## config.mk

```make
export PLATFORM = sky130hd
export DESIGN_NAME = axi_resp_result
export DESIGN_NICKNAME = d
export VERILOG_FILES = /design/src/hdl/axi_pkg.sv /design/src/hdl/mem_pkg.sv /design/src/hdl/axi_resp_result.sv
export SDC_FILE = /design/constraint.sdc
export NUM_CORES = 1
export LEC_CHECK = 0
export ABC_AREA = 1
export ABC_CLOCK_PERIOD_IN_PS = 4350
export BUFFER_PORTS_ARGS = -buffer_cell sky130_fd_sc_hd__buf_2
export CORE_ASPECT_RATIO = 1.2
export CORE_MARGIN = 3
export CORE_UTILIZATION = 45
export DETAILED_ROUTE_END_ITERATION = 10
export GPL_TIMING_DRIVEN = 0
export PLACE_DENSITY = 0.84
export SKIP_CTS_REPAIR_TIMING = 1
export SKIP_LAST_GASP = 1
export SYNTH_ARGS = -nofsm -noshare
export SYNTH_HDL_FRONTEND = slang
export SYNTH_SLANG_ARGS = --single-unit
```

## constraint.sdc

```tcl
create_clock -name clk -period 4.35 [get_ports clk]
set_input_delay 0.2175 -clock clk [delete_from_list [all_inputs] [get_ports clk]]
set_output_delay 0.2175 -clock clk [all_outputs]
set_load 0.01 [all_outputs]
```

## src/hdl/axi_pkg.sv

```systemverilog
`default_nettype none

package axi_pkg;

	// bus field widths
	localparam int addr_bits = 32;
	localparam int data_bits = 64;
	// one write enable per data byte
	localparam int strb_bits = data_bits / 8;
	localparam int resp_bits = 2;

	// vector types for the bus fields
	typedef logic [addr_bits-1:0] addr_w;
	typedef logic [data_bits-1:0] data_w;
	typedef logic [strb_bits-1:0] strb_w;
	typedef logic [resp_bits-1:0] resp_w;

	// response codes
	localparam resp_w resp_okay = 2'b00;
	// address outside the memory window
	localparam resp_w resp_slverr = 2'b10;

endpackage

`default_nettype wire

```

## src/hdl/mem_pkg.sv

```systemverilog
`default_nettype none

package mem_pkg;

	// first byte address of the data memory
	localparam axi_pkg::addr_w mem_base = 32'h8000_0000;
	// depth in 64-bit words
	localparam int mem_words = 256;

	// word index is byte address bits 10..3
	localparam int idx_lo = 3;
	localparam int idx_hi = 10;

	// word index type
	typedef logic [idx_hi-idx_lo:0] idx_w;

	// operation handed from decode to execute
	typedef enum logic [1:0] {
		op_none,
		op_read,
		op_write
	} mem_op_e;

endpackage

`default_nettype wire

```

## src/hdl/axi_resp_result.sv

```systemverilog
`default_nettype none

module axi_resp_result (
	input logic clk,
	input logic rst,
	input mem_pkg::mem_op_e op,
	input mem_pkg::mem_op_e res_op,
	input axi_pkg::data_w res_data,
	input logic res_ok,
	output logic rvalid,
	output axi_pkg::data_w rdata,
	output axi_pkg::resp_w rresp,
	input logic rready,
	output logic bvalid,
	output axi_pkg::resp_w bresp,
	input logic bready,
	output logic idle
);
	import axi_pkg::*;
	import mem_pkg::*;

	typedef enum logic [1:0] {
		resp_idle,
		resp_wait,
		resp_hold
	} resp_state_e;

	resp_state_e state;
	resp_state_e state_next;
	resp_w res_code;
	logic load_rd;
	logic load_wr;
	logic resp_done;

	// SLVERR for an address outside the window
	assign res_code = res_ok ? resp_okay : resp_slverr;
	assign load_rd = (state == resp_wait) && (res_op == op_read);
	assign load_wr = (state == resp_wait) && (res_op == op_write);
	// only one of the two valids is ever up
	assign resp_done = (rvalid && rready) || (bvalid && bready);

	always_comb begin
		state_next = state;
		case (state)
			resp_idle: begin
				// decode just issued
				if (op != op_none)
					state_next = resp_wait;
			end
			resp_wait: begin
				if (res_op != op_none)
					state_next = resp_hold;
			end
			resp_hold: begin
				if (resp_done)
					state_next = resp_idle;
			end
			default: state_next = resp_idle;
		endcase
	end

	// state, idle flag and valids
	always_ff @(posedge clk) begin
		if (rst) begin
			state <= resp_idle;
			idle <= 1'b0;
			rvalid <= 1'b0;
			bvalid <= 1'b0;
		end else begin
			state <= state_next;
			// low one cycle out of reset, high again after the response transfer
			idle <= (state_next == resp_idle);
			if (load_rd)
				rvalid <= 1'b1;
			else if (rready)
				rvalid <= 1'b0;
			if (load_wr)
				bvalid <= 1'b1;
			else if (bready)
				bvalid <= 1'b0;
		end
	end

	// response payload, stable while valid is held
	always_ff @(posedge clk) begin
		if (load_rd) begin
			rdata <= res_data;
			rresp <= res_code;
		end
		if (load_wr)
			bresp <= res_code;
	end

endmodule

`default_nettype wire

```

==> summary.md <==
| Metric | Value |
|---|---|
| Status | finished clean |
| CP required | roughly 4.4 ns |
| DRT antenna net count | 0 |
| Drt total wl | 4690 µm |
| Share of total power in the clock network | 0.361 |
| 1st-iter DRT viols | 105 |
| Worst Tran Pin Value | 0.605 ns |
| Setup TNS Final | 0 ns |
| Vias post-DR | about 1,400 |
| Arrival time worst endpoint | around 1.8 ns |
| Pint | 1090 µW |
| Global-route congestion overflow total | 0 |
| RSZ-0062 raised after global routing | no |
| Layout Nets | 336 |
| Synth Area per Inst | 20.8 µm² |
| Drt wl/cell | 14.4 µm |
| Final setup violation count | 0 |
| Max_slew headroom | 0.596 |
| Ant diodes | 0 |
| Cell area after synthesis | between 2000 and 2500 µm² |
| Final Cycle Share | 0.400 |
| Yosys cell types | 14 |
| Drt pass-1 iters | 4 |
| Vias in the first global route | roughly 1,500 |
| Setup crit end kind | flop |
| Post-DP HPWL | approximately 3700 µm |
| Type of the most critical hold path | in -> reg |
| Clock skew after layout | ~0.0094 ns |
| Setup crit start kind | flop |
| Max FO, Critical Path | 37 |
| Bufs on Longest Clock Path | 2 |
| Starting density of the core | 0.479 |
| Num CTS Buffers | 9 |
| Post-route insts no fill | 326 |
| PwrDens | between 400 and 500 nW/µm² |
| Fmax | 0.575 GHz |
| Leakage power | 0.00142 µW |
| Clock Tree Root | clkbuf_8 |
| Maxcap violations | 0 |
| Reg area | about 2100 µm² |
| Tmin final | between 1.5 and 2 ns |
| Commonest non-fill, non-tap cell in the layout | buf_2 |
| Worst-skew pair later-pin latency | approximately 0.32 ns |
| VDD IR max | approximately 350 µV |
| H-tree depth | 3 |
| Post-Syn Instances | between 100 and 150 |
| Via density | approximately 4.3 |
| Seq/Total Area, Yosys | 0.919 |
| Row count | 27 |
| FILL cells | approximately 350 |
| Pins Over Slew Limit | 0 |
| Fin util | 0.688 |
| Multi-input logic area | about 120 µm² |
| #FFs+latches synth | 71 |
| Width of the die | a little over 70 µm |
| CTS clock-pin slew for the worst setup and hold paths | 0.07 ns |
| TritonCTS clock tree | built |
| Logic pwr share | 0.064 |
| Seq pwr share | 0.575 |
| DP Cell Count | between 300 and 400 |
| Port Buffers | ~140 |
| GRT Total Usage | 0.160 |
| DRC violations left | 0 |
| DIE AREA | ~6000 µm² |
| Clock sink total | between 70 and 80 |
| YS warnings | 0 |
| Most frequent cells in the layout | 141 x buf_2, 66 x edfxtp_1, 11 x inv_1 |
| Area growth from synthesis to layout | 43.6% |
| Initial antenna violation count | 2 |
| Core area | around 4700 µm² |
| Sw frac | 0.190 |
| Crit Path Class | reg -> reg |
| I/O pins | around 140 |
| Die Ht | approximately 84 µm |
| Hold Violations, Final | 0 |
| Layout cell share with drive strength beyond 1 | 0.604 |
| First-pass GRT wire length | between 7000 and 8000 µm |
| GPL Wtd Cong | around 0.71 |
| Largest net degree at the start of global routing | 38 |
| Net Switching | ~260 µW |
[critical path: stages (launching register included)]
cell and delay, ns:
dfxtp_1 0.37, inv_2 0.06, nor2_4 0.14, nand3_2 0.10
inv_2 0.46, buf_12 0.29
[cells in the mapped netlist]
| cell type | count | area (µm²) |
|---|---|---|
| a21oi_2 | 1 | 8.76 |
| inv_2 | 1 | 3.75 |
| conb_1 | 1 | 3.75 |
| nand2_1 | 8 | 30.0 |
| dfxtp_1 | 5 | 100 |
| nor2_1 | 4 | 15.0 |
| nand3_2 | 2 | 20.0 |
| nand2_2 | 1 | 6.26 |
| inv_1 | 12 | 45.0 |
| buf_4 | 2 | 15.0 |
| nor2_4 | 1 | 11.3 |
| a21oi_1 | 3 | 15.0 |
| nand3_1 | 2 | 10.0 |
| edfxtp_1 | 66 | 1980 |
[metal layers]
metal | share of wire | track usage
met5 | 0.0045 | 0
met1 | 0.33 | 0.156
met4 | 0.0073 | 0.0667
met3 | 0.11 | 0.0759
met2 | 0.55 | 0.284
[path summary, 6_finish.rpt]
path,startpoint,endpoint,slack (ns),cells past startpoint
worst min-delay path,res_data[1],rdata[1],0.07,1
worst max register to register,state[0],rdata[14],2.61,5
worst max-delay path,state[0],rdata[14],2.61,5
worst min register to register,rvalid,rvalid,0.49,2
[state kept, by name, summed over array words and instances (netlist names)]
| signal | cells |
|---|---|
| idle | 1 |
| rresp | 1 |
| bvalid | 1 |
| state | 2 |
| bresp | 1 |
| rdata | 64 |
| rvalid | 1 |
[stage by stage]
step	worst slack [ns]	hold WS (ns)	cell area, µm²	total power (µW)
after global routing	2.48	0.0440	3250	1410
final	2.61	0.0675	3250	1350
after detailed placement	2.59	0.396	3070	879
after CTS	2.58	0.0515	3250	1370
after floorplan	2.06	0.280	2270	825
after global placement	1.60	0.394	3050	874
[final cells by class]
cell class / count / share of cell area
clock inverters: 1 / 0.00923
well taps: 58 / 0.0223
inverters: 13 / 0.0150
multi-input cells: 24 / 0.0381
repair buffers: 142 / 0.223
flip-flops and latches: 71 / 0.640
clock buffers: 15 / 0.0481
plain buffers: 2 / 0.00461
[power groups by stage]
stage / clock (µW) / combinational, µW / sequential, µW
2_1_floorplan: 0 / 22.1 / 802
3_3_place_gp: 0 / 81.8 / 792
3_5_place_dp: 0 / 87.5 / 791
4_1_cts: 503 / 87.8 / 777
5_1_grt: 535 / 95.8 / 778
6_report: 488 / 86.4 / 777
[kinds of logic after synthesis]
logic type             after synthesis  share of synthesized area
AOI/OAI and AO/OA                    4                     0.0105
buffers and inverters               15                     0.0282
DFF                                 71                      0.919
other                                1                    0.00165
and+or+nand+nor                     18                     0.0409
No activity file was read; power rests on OpenSTA's default activity.
