==> src/hdl/axi_pkg.sv <==
`default_nettype none

package axi_pkg;

	// bus field widths
	localparam int addr_bits = 32;
	localparam int data_bits = 64;
	// one write enable per data byte
	localparam int strb_bits = data_bits / 8;
	localparam int resp_bits = 2;

	// vector types for the bus fields
	typedef logic [addr_bits-1:0] addr_w;
	typedef logic [data_bits-1:0] data_w;
	typedef logic [strb_bits-1:0] strb_w;
	typedef logic [resp_bits-1:0] resp_w;

	// response codes
	localparam resp_w resp_okay = 2'b00;
	// address outside the memory window
	localparam resp_w resp_slverr = 2'b10;

endpackage

`default_nettype wire

==> src/hdl/mem_pkg.sv <==
`default_nettype none

package mem_pkg;

	// first byte address of the data memory
	localparam axi_pkg::addr_w mem_base = 32'h8000_0000;
	// depth in 64-bit words
	localparam int mem_words = 256;

	// word index is byte address bits 10..3
	localparam int idx_lo = 3;
	localparam int idx_hi = 10;

	// word index type
	typedef logic [idx_hi-idx_lo:0] idx_w;

	// operation handed from decode to execute
	typedef enum logic [1:0] {
		op_none,
		op_read,
		op_write
	} mem_op_e;

endpackage

`default_nettype wire

==> src/hdl/axi_req_decode.sv <==
`default_nettype none

module axi_req_decode (
	input logic clk,
	input logic rst,
	input logic idle,
	input logic arvalid,
	input axi_pkg::addr_w araddr,
	output logic arready,
	input logic awvalid,
	input axi_pkg::addr_w awaddr,
	output logic awready,
	input logic wvalid,
	input axi_pkg::data_w wdata,
	input axi_pkg::strb_w wstrb,
	output logic wready,
	output mem_pkg::mem_op_e op,
	output mem_pkg::idx_w op_idx,
	output axi_pkg::data_w op_data,
	output axi_pkg::strb_w op_strb,
	output logic op_ok
);
	import axi_pkg::*;
	import mem_pkg::*;

	// first byte address past the memory window
	localparam addr_w mem_end = mem_base + addr_w'(8 * mem_words);

	// write halves, captured independently
	logic aw_full;
	logic w_full;
	addr_w aw_addr_q;
	data_w w_data_q;
	strb_w w_strb_q;

	// issue control
	logic busy;
	logic last_wr;
	logic open_slot;
	logic write_first;
	logic ar_fire;
	logic aw_fire;
	logic w_fire;
	logic wr_pair;
	logic issue_rd;
	logic issue_wr;

	// selected request
	addr_w wr_addr;
	data_w wr_data;
	strb_w wr_strb;
	addr_w sel_addr;
	logic in_range;

	// new work only when the back end is empty
	assign open_slot = idle & ~busy;
	// write pair offered together with AR and writes are due
	assign write_first = awvalid & wvalid & ~last_wr;

	assign arready = open_slot & ~aw_full & ~w_full & ~write_first;
	assign awready = open_slot & ~aw_full;
	assign wready = open_slot & ~w_full;

	assign ar_fire = arvalid & arready;
	assign aw_fire = awvalid & awready;
	assign w_fire = wvalid & wready;

	// both halves present, either held or arriving now
	assign wr_pair = (aw_full | aw_fire) & (w_full | w_fire);
	assign issue_rd = ar_fire;
	// a read accepted this cycle leaves the write halves parked
	assign issue_wr = open_slot & wr_pair & ~ar_fire;

	// held half wins over the bus half
	assign wr_addr = aw_full ? aw_addr_q : awaddr;
	assign wr_data = w_full ? w_data_q : wdata;
	assign wr_strb = w_full ? w_strb_q : wstrb;

	assign sel_addr = issue_rd ? araddr : wr_addr;
	// window check, low three bits ignored
	assign in_range = (sel_addr >= mem_base) && (sel_addr < mem_end);

	// full flags
	always_ff @(posedge clk) begin
		if (rst) begin
			aw_full <= 1'b0;
			w_full <= 1'b0;
		end else begin
			if (issue_wr)
				aw_full <= 1'b0;
			else if (aw_fire)
				aw_full <= 1'b1;
			if (issue_wr)
				w_full <= 1'b0;
			else if (w_fire)
				w_full <= 1'b1;
		end
	end

	// holding registers
	always_ff @(posedge clk) begin
		if (aw_fire)
			aw_addr_q <= awaddr;
		if (w_fire) begin
			w_data_q <= wdata;
			w_strb_q <= wstrb;
		end
	end

	// one-cycle op, busy and fairness bit
	always_ff @(posedge clk) begin
		if (rst) begin
			op <= op_none;
			busy <= 1'b0;
			// pretend a write went last so reads lead
			last_wr <= 1'b1;
		end else begin
			op <= op_none;
			if (issue_rd) begin
				op <= op_read;
				busy <= 1'b1;
				last_wr <= 1'b0;
			end else if (issue_wr) begin
				op <= op_write;
				busy <= 1'b1;
				last_wr <= 1'b1;
			end else if (!idle) begin
				// result stage has taken over
				busy <= 1'b0;
			end
		end
	end

	// op payload, only meaningful with op
	always_ff @(posedge clk) begin
		op_idx <= sel_addr[idx_hi:idx_lo];
		op_data <= wr_data;
		op_strb <= wr_strb;
		op_ok <= in_range;
	end

endmodule

`default_nettype wire

==> config.mk <==
export PLATFORM = sky130hd
export DESIGN_NAME = axi_req_decode
export DESIGN_NICKNAME = d
export VERILOG_FILES = /design/src/hdl/axi_pkg.sv /design/src/hdl/mem_pkg.sv /design/src/hdl/axi_req_decode.sv
export SDC_FILE = /design/constraint.sdc
export NUM_CORES = 1
export LEC_CHECK = 0
export BUFFER_PORTS_ARGS = -buffer_cell sky130_fd_sc_hd__buf_2
export CAP_MARGIN = 20
export CORE_UTILIZATION = 52
export CTS_CLUSTER_DIAMETER = 40
export DETAILED_ROUTE_END_ITERATION = 8
export PLACE_DENSITY = 0.86
export SLEW_MARGIN = 20
export SYNTH_ARGS = -nofsm -noshare
export SYNTH_HDL_FRONTEND = slang
export SYNTH_SLANG_ARGS = --single-unit
==> constraint.sdc <==
create_clock -name clk -period 6.4 [get_ports clk]
set_clock_uncertainty 0.1 [all_clocks]
set_input_delay 0.96 -clock clk [delete_from_list [all_inputs] [get_ports clk]]
set_output_delay 0.96 -clock clk [all_outputs]
set_load 0.03 [all_outputs]
==> results of run 1 <==
==> sequential cells by signal (all words and copies together), names as in the netlist, 2 cells and up <==
name,count
w_data_q,64
w_strb_q,8
op_idx,8
op,2
op_strb,8
op_data,64
aw_addr_q,29
==> power breakdown <==
part / total, µW / switching, µW / internal (µW)
Clock: 1040 / 434 / 602
Combinational: 304 / 188 / 117
Sequential: 1400 / 38.5 / 1360
Total: 2740 / 660 / 2080
==> cell usage after synthesis (2+ instances only) <==
cell	instances	area, µm²
buf_2	9	45.0
o21ai_0	3	15.0
nor3_1	3	15.0
nand4_1	2	12.5
buf_6	2	22.5
and2_1	2	12.5
inv_1	2	7.51
mux2i_1	8	80.1
mux2_2	72	811
nand3_1	2	10.0
dfxtp_1	87	1740
nand2_1	5	18.8
a21oi_1	8	40.0
edfxtp_1	101	3030
nor4_1	9	56.3
nand2b_1	2	12.5
nor2_1	15	56.3
nor4b_1	3	26.3
==> worst min-delay path by stage <==
stage	start	end	slack [ns]	depth (start not counted)
final	w_strb_q[2]	op_strb[2]	0.37	1
after global routing	w_strb_q[3]	op_strb[3]	0.38	1
after CTS	w_strb_q[2]	op_strb[2]	0.37	1
after detailed placement	w_strb_q[2]	op_strb[2]	0.36	1
after global placement	w_data_q[38]	op_data[38]	0.35	1
after floorplan	w_data_q[0]	op_data[0]	0.35	1
==> critical path: stages <==
cell     delay (ns)
buf_2          0.12
nor3b_4        0.28
o21ai_0        0.14
nor2_1         0.11
buf_2          0.22
==> stage by stage <==
step                total power, µW  std cells
finish                         2740        731
floorplan                      1610        347
global placement               1720        699
CTS                            2770        731
detailed placement             1730        699
global route                   2840        731
==> metal layers <==
layer,global-route usage,vias to the layer above
met5,0,-
met4,0.0818,0
met3,0.0609,22
met2,0.354,170
met1,0.240,1785
li1,-,1765
==> kinds of logic (layout without fill, tap and decap cells) <==
family	Yosys count	count (layout)	share of synthesized area
DFF	188	188	0.778
muxes	80	80	0.145
and+or+nand+nor	46	46	0.0414
AOI/OAI and AO/OA	19	19	0.0220
buffers and inverters	14	255	0.0135
==> area by class of cell <==
type,count,area share
Clock buffer,21,0.0579
Clock inverter,11,0.0170
Inverter,2,0.000944
Multi-Input combinational cell,145,0.161
Sequential cell,188,0.601
Tap cell,143,0.0225
Timing Repair Buffer,221,0.139
==> metrics.txt, run 1 <==
outcome complete, no violations; first-pass GRT wire length roughly 19000 µm; clock sinks between 150 and 200; Power Density ~340 nW/µm²; fin crit period about 2.9 ns; top_reg_cell synth edfxtp_1; Post-synth EDFFs between 100 and 150; IO buf count between 200 and 250; Final Cell Area around 8000 µm²; Worst Setup SP idle; PostCTS Resize Cnt 0; routed wire length roughly 12000 µm; wl on met1 4800 µm; Worst-Margin Slew 1.03 ns; Fill cells between 700 and 800; syn_area_per_cell roughly 18 µm²; area of the multi-input gates between 1000 and 1500 µm²; final setup margin around 3.5 ns; drt first pass iters 4; critical path endpoint arready; Die X ~110 µm; Chip Height roughly 110 µm; kind of critical path in2out; Static Leak around 0.0032 µW; fin crit share 0.451; commonest non-fill, non-tap cells in the layout buf_2 (221), edfxtp_1 (101), dfxtp_1 (86); Starting Density 0.535; Setup Viol. Count Final 0; max-cap check violation count 0; most common cell after layout, fill and taps aside buf_2; largest net degree at the start of global routing between 70 and 80; worst-path maximum fanout 4; final net count 717; RR Endpoint w_data_q[50]; Hold/Removal Path Class reg2reg; total CTS buffers 17; core box area roughly 11000 µm²; slew margin rel. 0.313; vias in the first global route 3911; Vias/cell ~5; RePlAce Congestion 0.779; Hold Vio Cnt, Final 0; unrepaired setup endpoints after global routing false; H-tree depth 4; startpoint types input pin; Ant. Diodes 0; max layer used met4; initial antenna violation count 0; Total GRT Usage 0.205; clock tree buffer depth 2; Die ar. around 12000 µm²; layout cells sized above 1 0.560; CTS tree yes; Fin Setup TNS 0 ns; DP Wirelength roughly 8300 µm; YS warnings 0; setup slack, reg-to-reg roughly 4.2 ns; Syn Inst Count about 350; Worst EP arrival 1.82 ns; Max Slew Vio Count 0; # rows 39; Clock transition at path regs roughly 0.07 ns; dpl cell area ~7400 µm²; drt initial violations 250; fin util 0.693; area grow syn2layout 29.5%; Syn Std Cell Area ~6100 µm²; Seq cells post-synth approximately 190; number of nets still failing antenna checks after routing 0; Congestion Overflow GR 0; Synth cell types 30; hold_ws about 0.37 ns; Vias 3742; Root Buffer clkbuf_16; Critical Path RT between 5 and 6 ns; Register-to-Register Path Depth 2; I/O pins 228; Worst-Skew Late Latency around 0.42 ns; DP Worst Slack 3.51 ns; Reg-to-Reg Start w_full; share of the yosys chip area belonging to registers 0.778; metal3 WL approximately 790 µm; VDD IR max between 0.2 and 0.3 mV; CP Capture Type output port; asr flop ratio synth 0; fmax roughly 350 MHz; Synth Net Count between 400 and 500; Detail Route met2 WL between 6000 and 7000 µm; CTS Hold Bufs 0; DR WL/cell approximately 16 µm; Residual DRC 0; Setup Buffers After CTS 0; total area of sequential cells 4780 µm²
Note: power is estimated with default switching activity, not from simulation.
==> run 2, diff against run 1 <==
--- a/config.mk
+++ b/config.mk
@@ -5,12 +5,13 @@
 export SDC_FILE = /design/constraint.sdc
 export NUM_CORES = 1
 export LEC_CHECK = 0
+export ABC_AREA = 1
 export BUFFER_PORTS_ARGS = -buffer_cell sky130_fd_sc_hd__buf_2
 export CAP_MARGIN = 20
-export CORE_UTILIZATION = 52
+export CORE_UTILIZATION = 49
 export CTS_CLUSTER_DIAMETER = 40
 export DETAILED_ROUTE_END_ITERATION = 8
-export PLACE_DENSITY = 0.86
+export PLACE_DENSITY = 0.81
 export SLEW_MARGIN = 20
 export SYNTH_ARGS = -nofsm -noshare
 export SYNTH_HDL_FRONTEND = slang
==> constraint.sdc (replaced) <==
create_clock -name clk -period 2.9 [get_ports clk]
set_clock_uncertainty 0.1 [all_clocks]
set_input_delay 0.435 -clock clk [delete_from_list [all_inputs] [get_ports clk]]
set_output_delay 0.435 -clock clk [all_outputs]
set_load 0.03 [all_outputs]
==> metrics.txt, run 2 <==
Power Density 734 nW/µm²; Setup Viol. Count Final 0; Die X 116 µm; Post-synth EDFFs between 100 and 150; most common cell after layout, fill and taps aside nand2_1; Vias/cell between 4 and 5; I/O pins about 230; Synth top cells by count nand2_1 (246), edfxtp_1 (101), dfxtp_1 (87), nor2_1 (50), inv_1 (27); mux contribution to synthesized area 0; Hold/Removal Path Class in2reg; RePlAce Congestion between 0.7 and 0.8; first-pass GRT wire length between 15000 and 20000 µm; vias in the first global route 4276; compound-cell area share of the yosys netlist 0.0229; fmax roughly 500 MHz; # rows about 40; max-cap check violation count 0; VDD IR max around 0.53 mV; Syn Inst Count approximately 570; hold path cells 1; H-tree depth 4; Fin Setup TNS 0 ns; unrepaired setup endpoints after global routing false; Register-to-Register Path Depth 4; YS warnings 0; commonest non-fill, non-tap cells in the layout nand2_1 (246), buf_2 (221), edfxtp_1 (101); CP Cell Sequence buf_4 -> nor3_2 -> nand2_1 -> inv_1 -> buf_2; drt first pass iters 4; initial antenna violation count 1; Hold Vio Cnt, Final 0; Synth Net Count a little over 700; Vias 4409; Worst-Margin Slew between 0.6 and 0.7 ns; routed wire length about 13000 µm; Seq cells post-synth ~190; Critical Path RT 2.37 ns; slowest stage delay, CP between 0.3 and 0.4 ns; startpoint types flip-flop; worst-path maximum fanout 13; top flop regs op_data x64, w_data_q x64, aw_addr_q x29; simple-gate share of the synthesized area 0.192; CTS Hold Bufs 0; DP Wirelength slightly below 9000 µm; DP Cell Count around 950; CTS tree yes; Die ar. between 10000 and 15000 µm²; Worst-Skew Late Latency roughly 0.42 ns; share of the yosys chip area belonging to registers 0.754; outcome complete, no violations; area grow syn2layout 29.1%; Residual DRC 0; syn_area_per_cell ~11 µm²; CP Capture Type output port; Syn Std Cell Area between 6000 and 7000 µm²; final net count roughly 940; Fill cells between 1000 and 1500; Synth area leaders edfxtp_1 (48%), dfxtp_1 (28%), nand2_1 (15%); Worst EP arrival 1.47 ns; Ant. Diodes 0; fin util 0.648; kind of critical path reg2out; Synth top area share 0.479; total CTS buffers 17; clock tree buffer depth 2; top_reg_cell synth edfxtp_1; drt initial violations ~330; IO buf count 221; Max Slew Vio Count 0; Congestion Overflow GR 0; Chip Height roughly 120 µm; DR WL/cell ~13 µm; PostCTS Resize Cnt 0; most numerous cell in the Yosys netlist nand2_1; dpl cell area approximately 7600 µm²; Static Leak between 0.003 and 0.004 µW; leading area contributor after synthesis edfxtp_1; Final Cell Area 8170 µm²; fin crit share 0.690; Starting Density 0.502; clock sinks 188; Setup Buffers After CTS 0; Clock transition at path regs ~0.060 ns; Synth cell types 22; Root Buffer clkbuf_16; Synth Area in XOR/XNOR 0; core box area 12600 µm²; slew margin rel. 0.537; Cell Count, Final, Fillers Out just under 1000; layout cells sized above 1 0.333; number of nets still failing antenna checks after routing 0; combinational family with the most area after synthesis simple AND/OR/NAND/NOR gates; largest net degree at the start of global routing 73; Critical-path top delay cell dfxtp_1; fin crit period 2.00 ns; adder-cell share of the synthesized area 0; asr flop ratio synth 0; Total GRT Usage 0.200
-- run 2: cell types whose count changed in the layout (fill, tap and decap cells not counted), moves of 4 or more --
cell,before,now
a21oi_1,8,1
buf_4,0,4
inv_1,2,27
mux2_2,72,0
mux2i_1,8,0
nand2_1,5,246
nand3_1,2,7
nor2_1,15,49
nor4_1,9,0
o21a_1,1,8
o21ai_2,0,8
-- run 2: worst max-delay path, delay by kind of cell, from the launching register on --
| family | cells | cell delay, ns |
|---|---|---|
| flip-flops | 1 | 0.31 |
| AND/OR/NAND/NOR | 2 | 0.29 |
| buffers and inverters | 3 | 0.44 |
-- run 2: worst paths after layout --
| check | to | slack [ns] | from |
|---|---|---|---|
| worst max register to register | aw_addr_q[19] | 1.09 | aw_full |
| worst min register to register | op_data[22] | 0.34 | w_data_q[22] |
| worst min-delay path | w_strb_q[7] | 0.1 | wstrb[7] |
| worst max-delay path | arready | 0.90 | aw_full |
-- run 2: final cells by class --
| type | count | area [µm²] | area share |
|---|---|---|---|
| Clock buffer | 19 | 433 | 0.0530 |
| Clock inverter | 12 | 97.6 | 0.0119 |
| Inverter | 28 | 105 | 0.0129 |
| Multi-Input combinational cell | 332 | 1370 | 0.168 |
| Sequential cell | 188 | 4780 | 0.584 |
| Tap cell | 172 | 215 | 0.0263 |
| Timing Repair Buffer | 227 | 1180 | 0.144 |
-- run 2: where the power goes --
part / switching, µW / internal [µW]
clock: 938 / 1170
combinational: 567 / 248
sequential: 51.9 / 3030
total: 1560 / 4440
-- run 2: kinds of logic after synthesis --
group / after synthesis
AOI/OAI and AO/OA: 19
buffers and inverters: 47
and+or+nand+nor: 313
DFF: 188
-- run 2: layer usage --
layer | global-route usage | vias to the layer above | routed length, µm
met3 | 0.0988 | 17 | 1280
met5 | 0 | - | 10
met1 | 0.217 | 1947 | 5200
met4 | 0.0786 | 2 | 201
met2 | 0.336 | 176 | 6300
li1 | - | 2267 | -
-- run 2: stage by stage --
stage	power (µW)	worst slack [ns]	hold WS [ns]
3_3_place_gp	3930	1.01	0.323
6_report	6000	0.898	0.0971
2_1_floorplan	3640	0.103	0.319
5_1_grt	6260	0.723	0.0709
3_5_place_dp	3950	0.965	0.326
4_1_cts	6050	0.868	0.0748
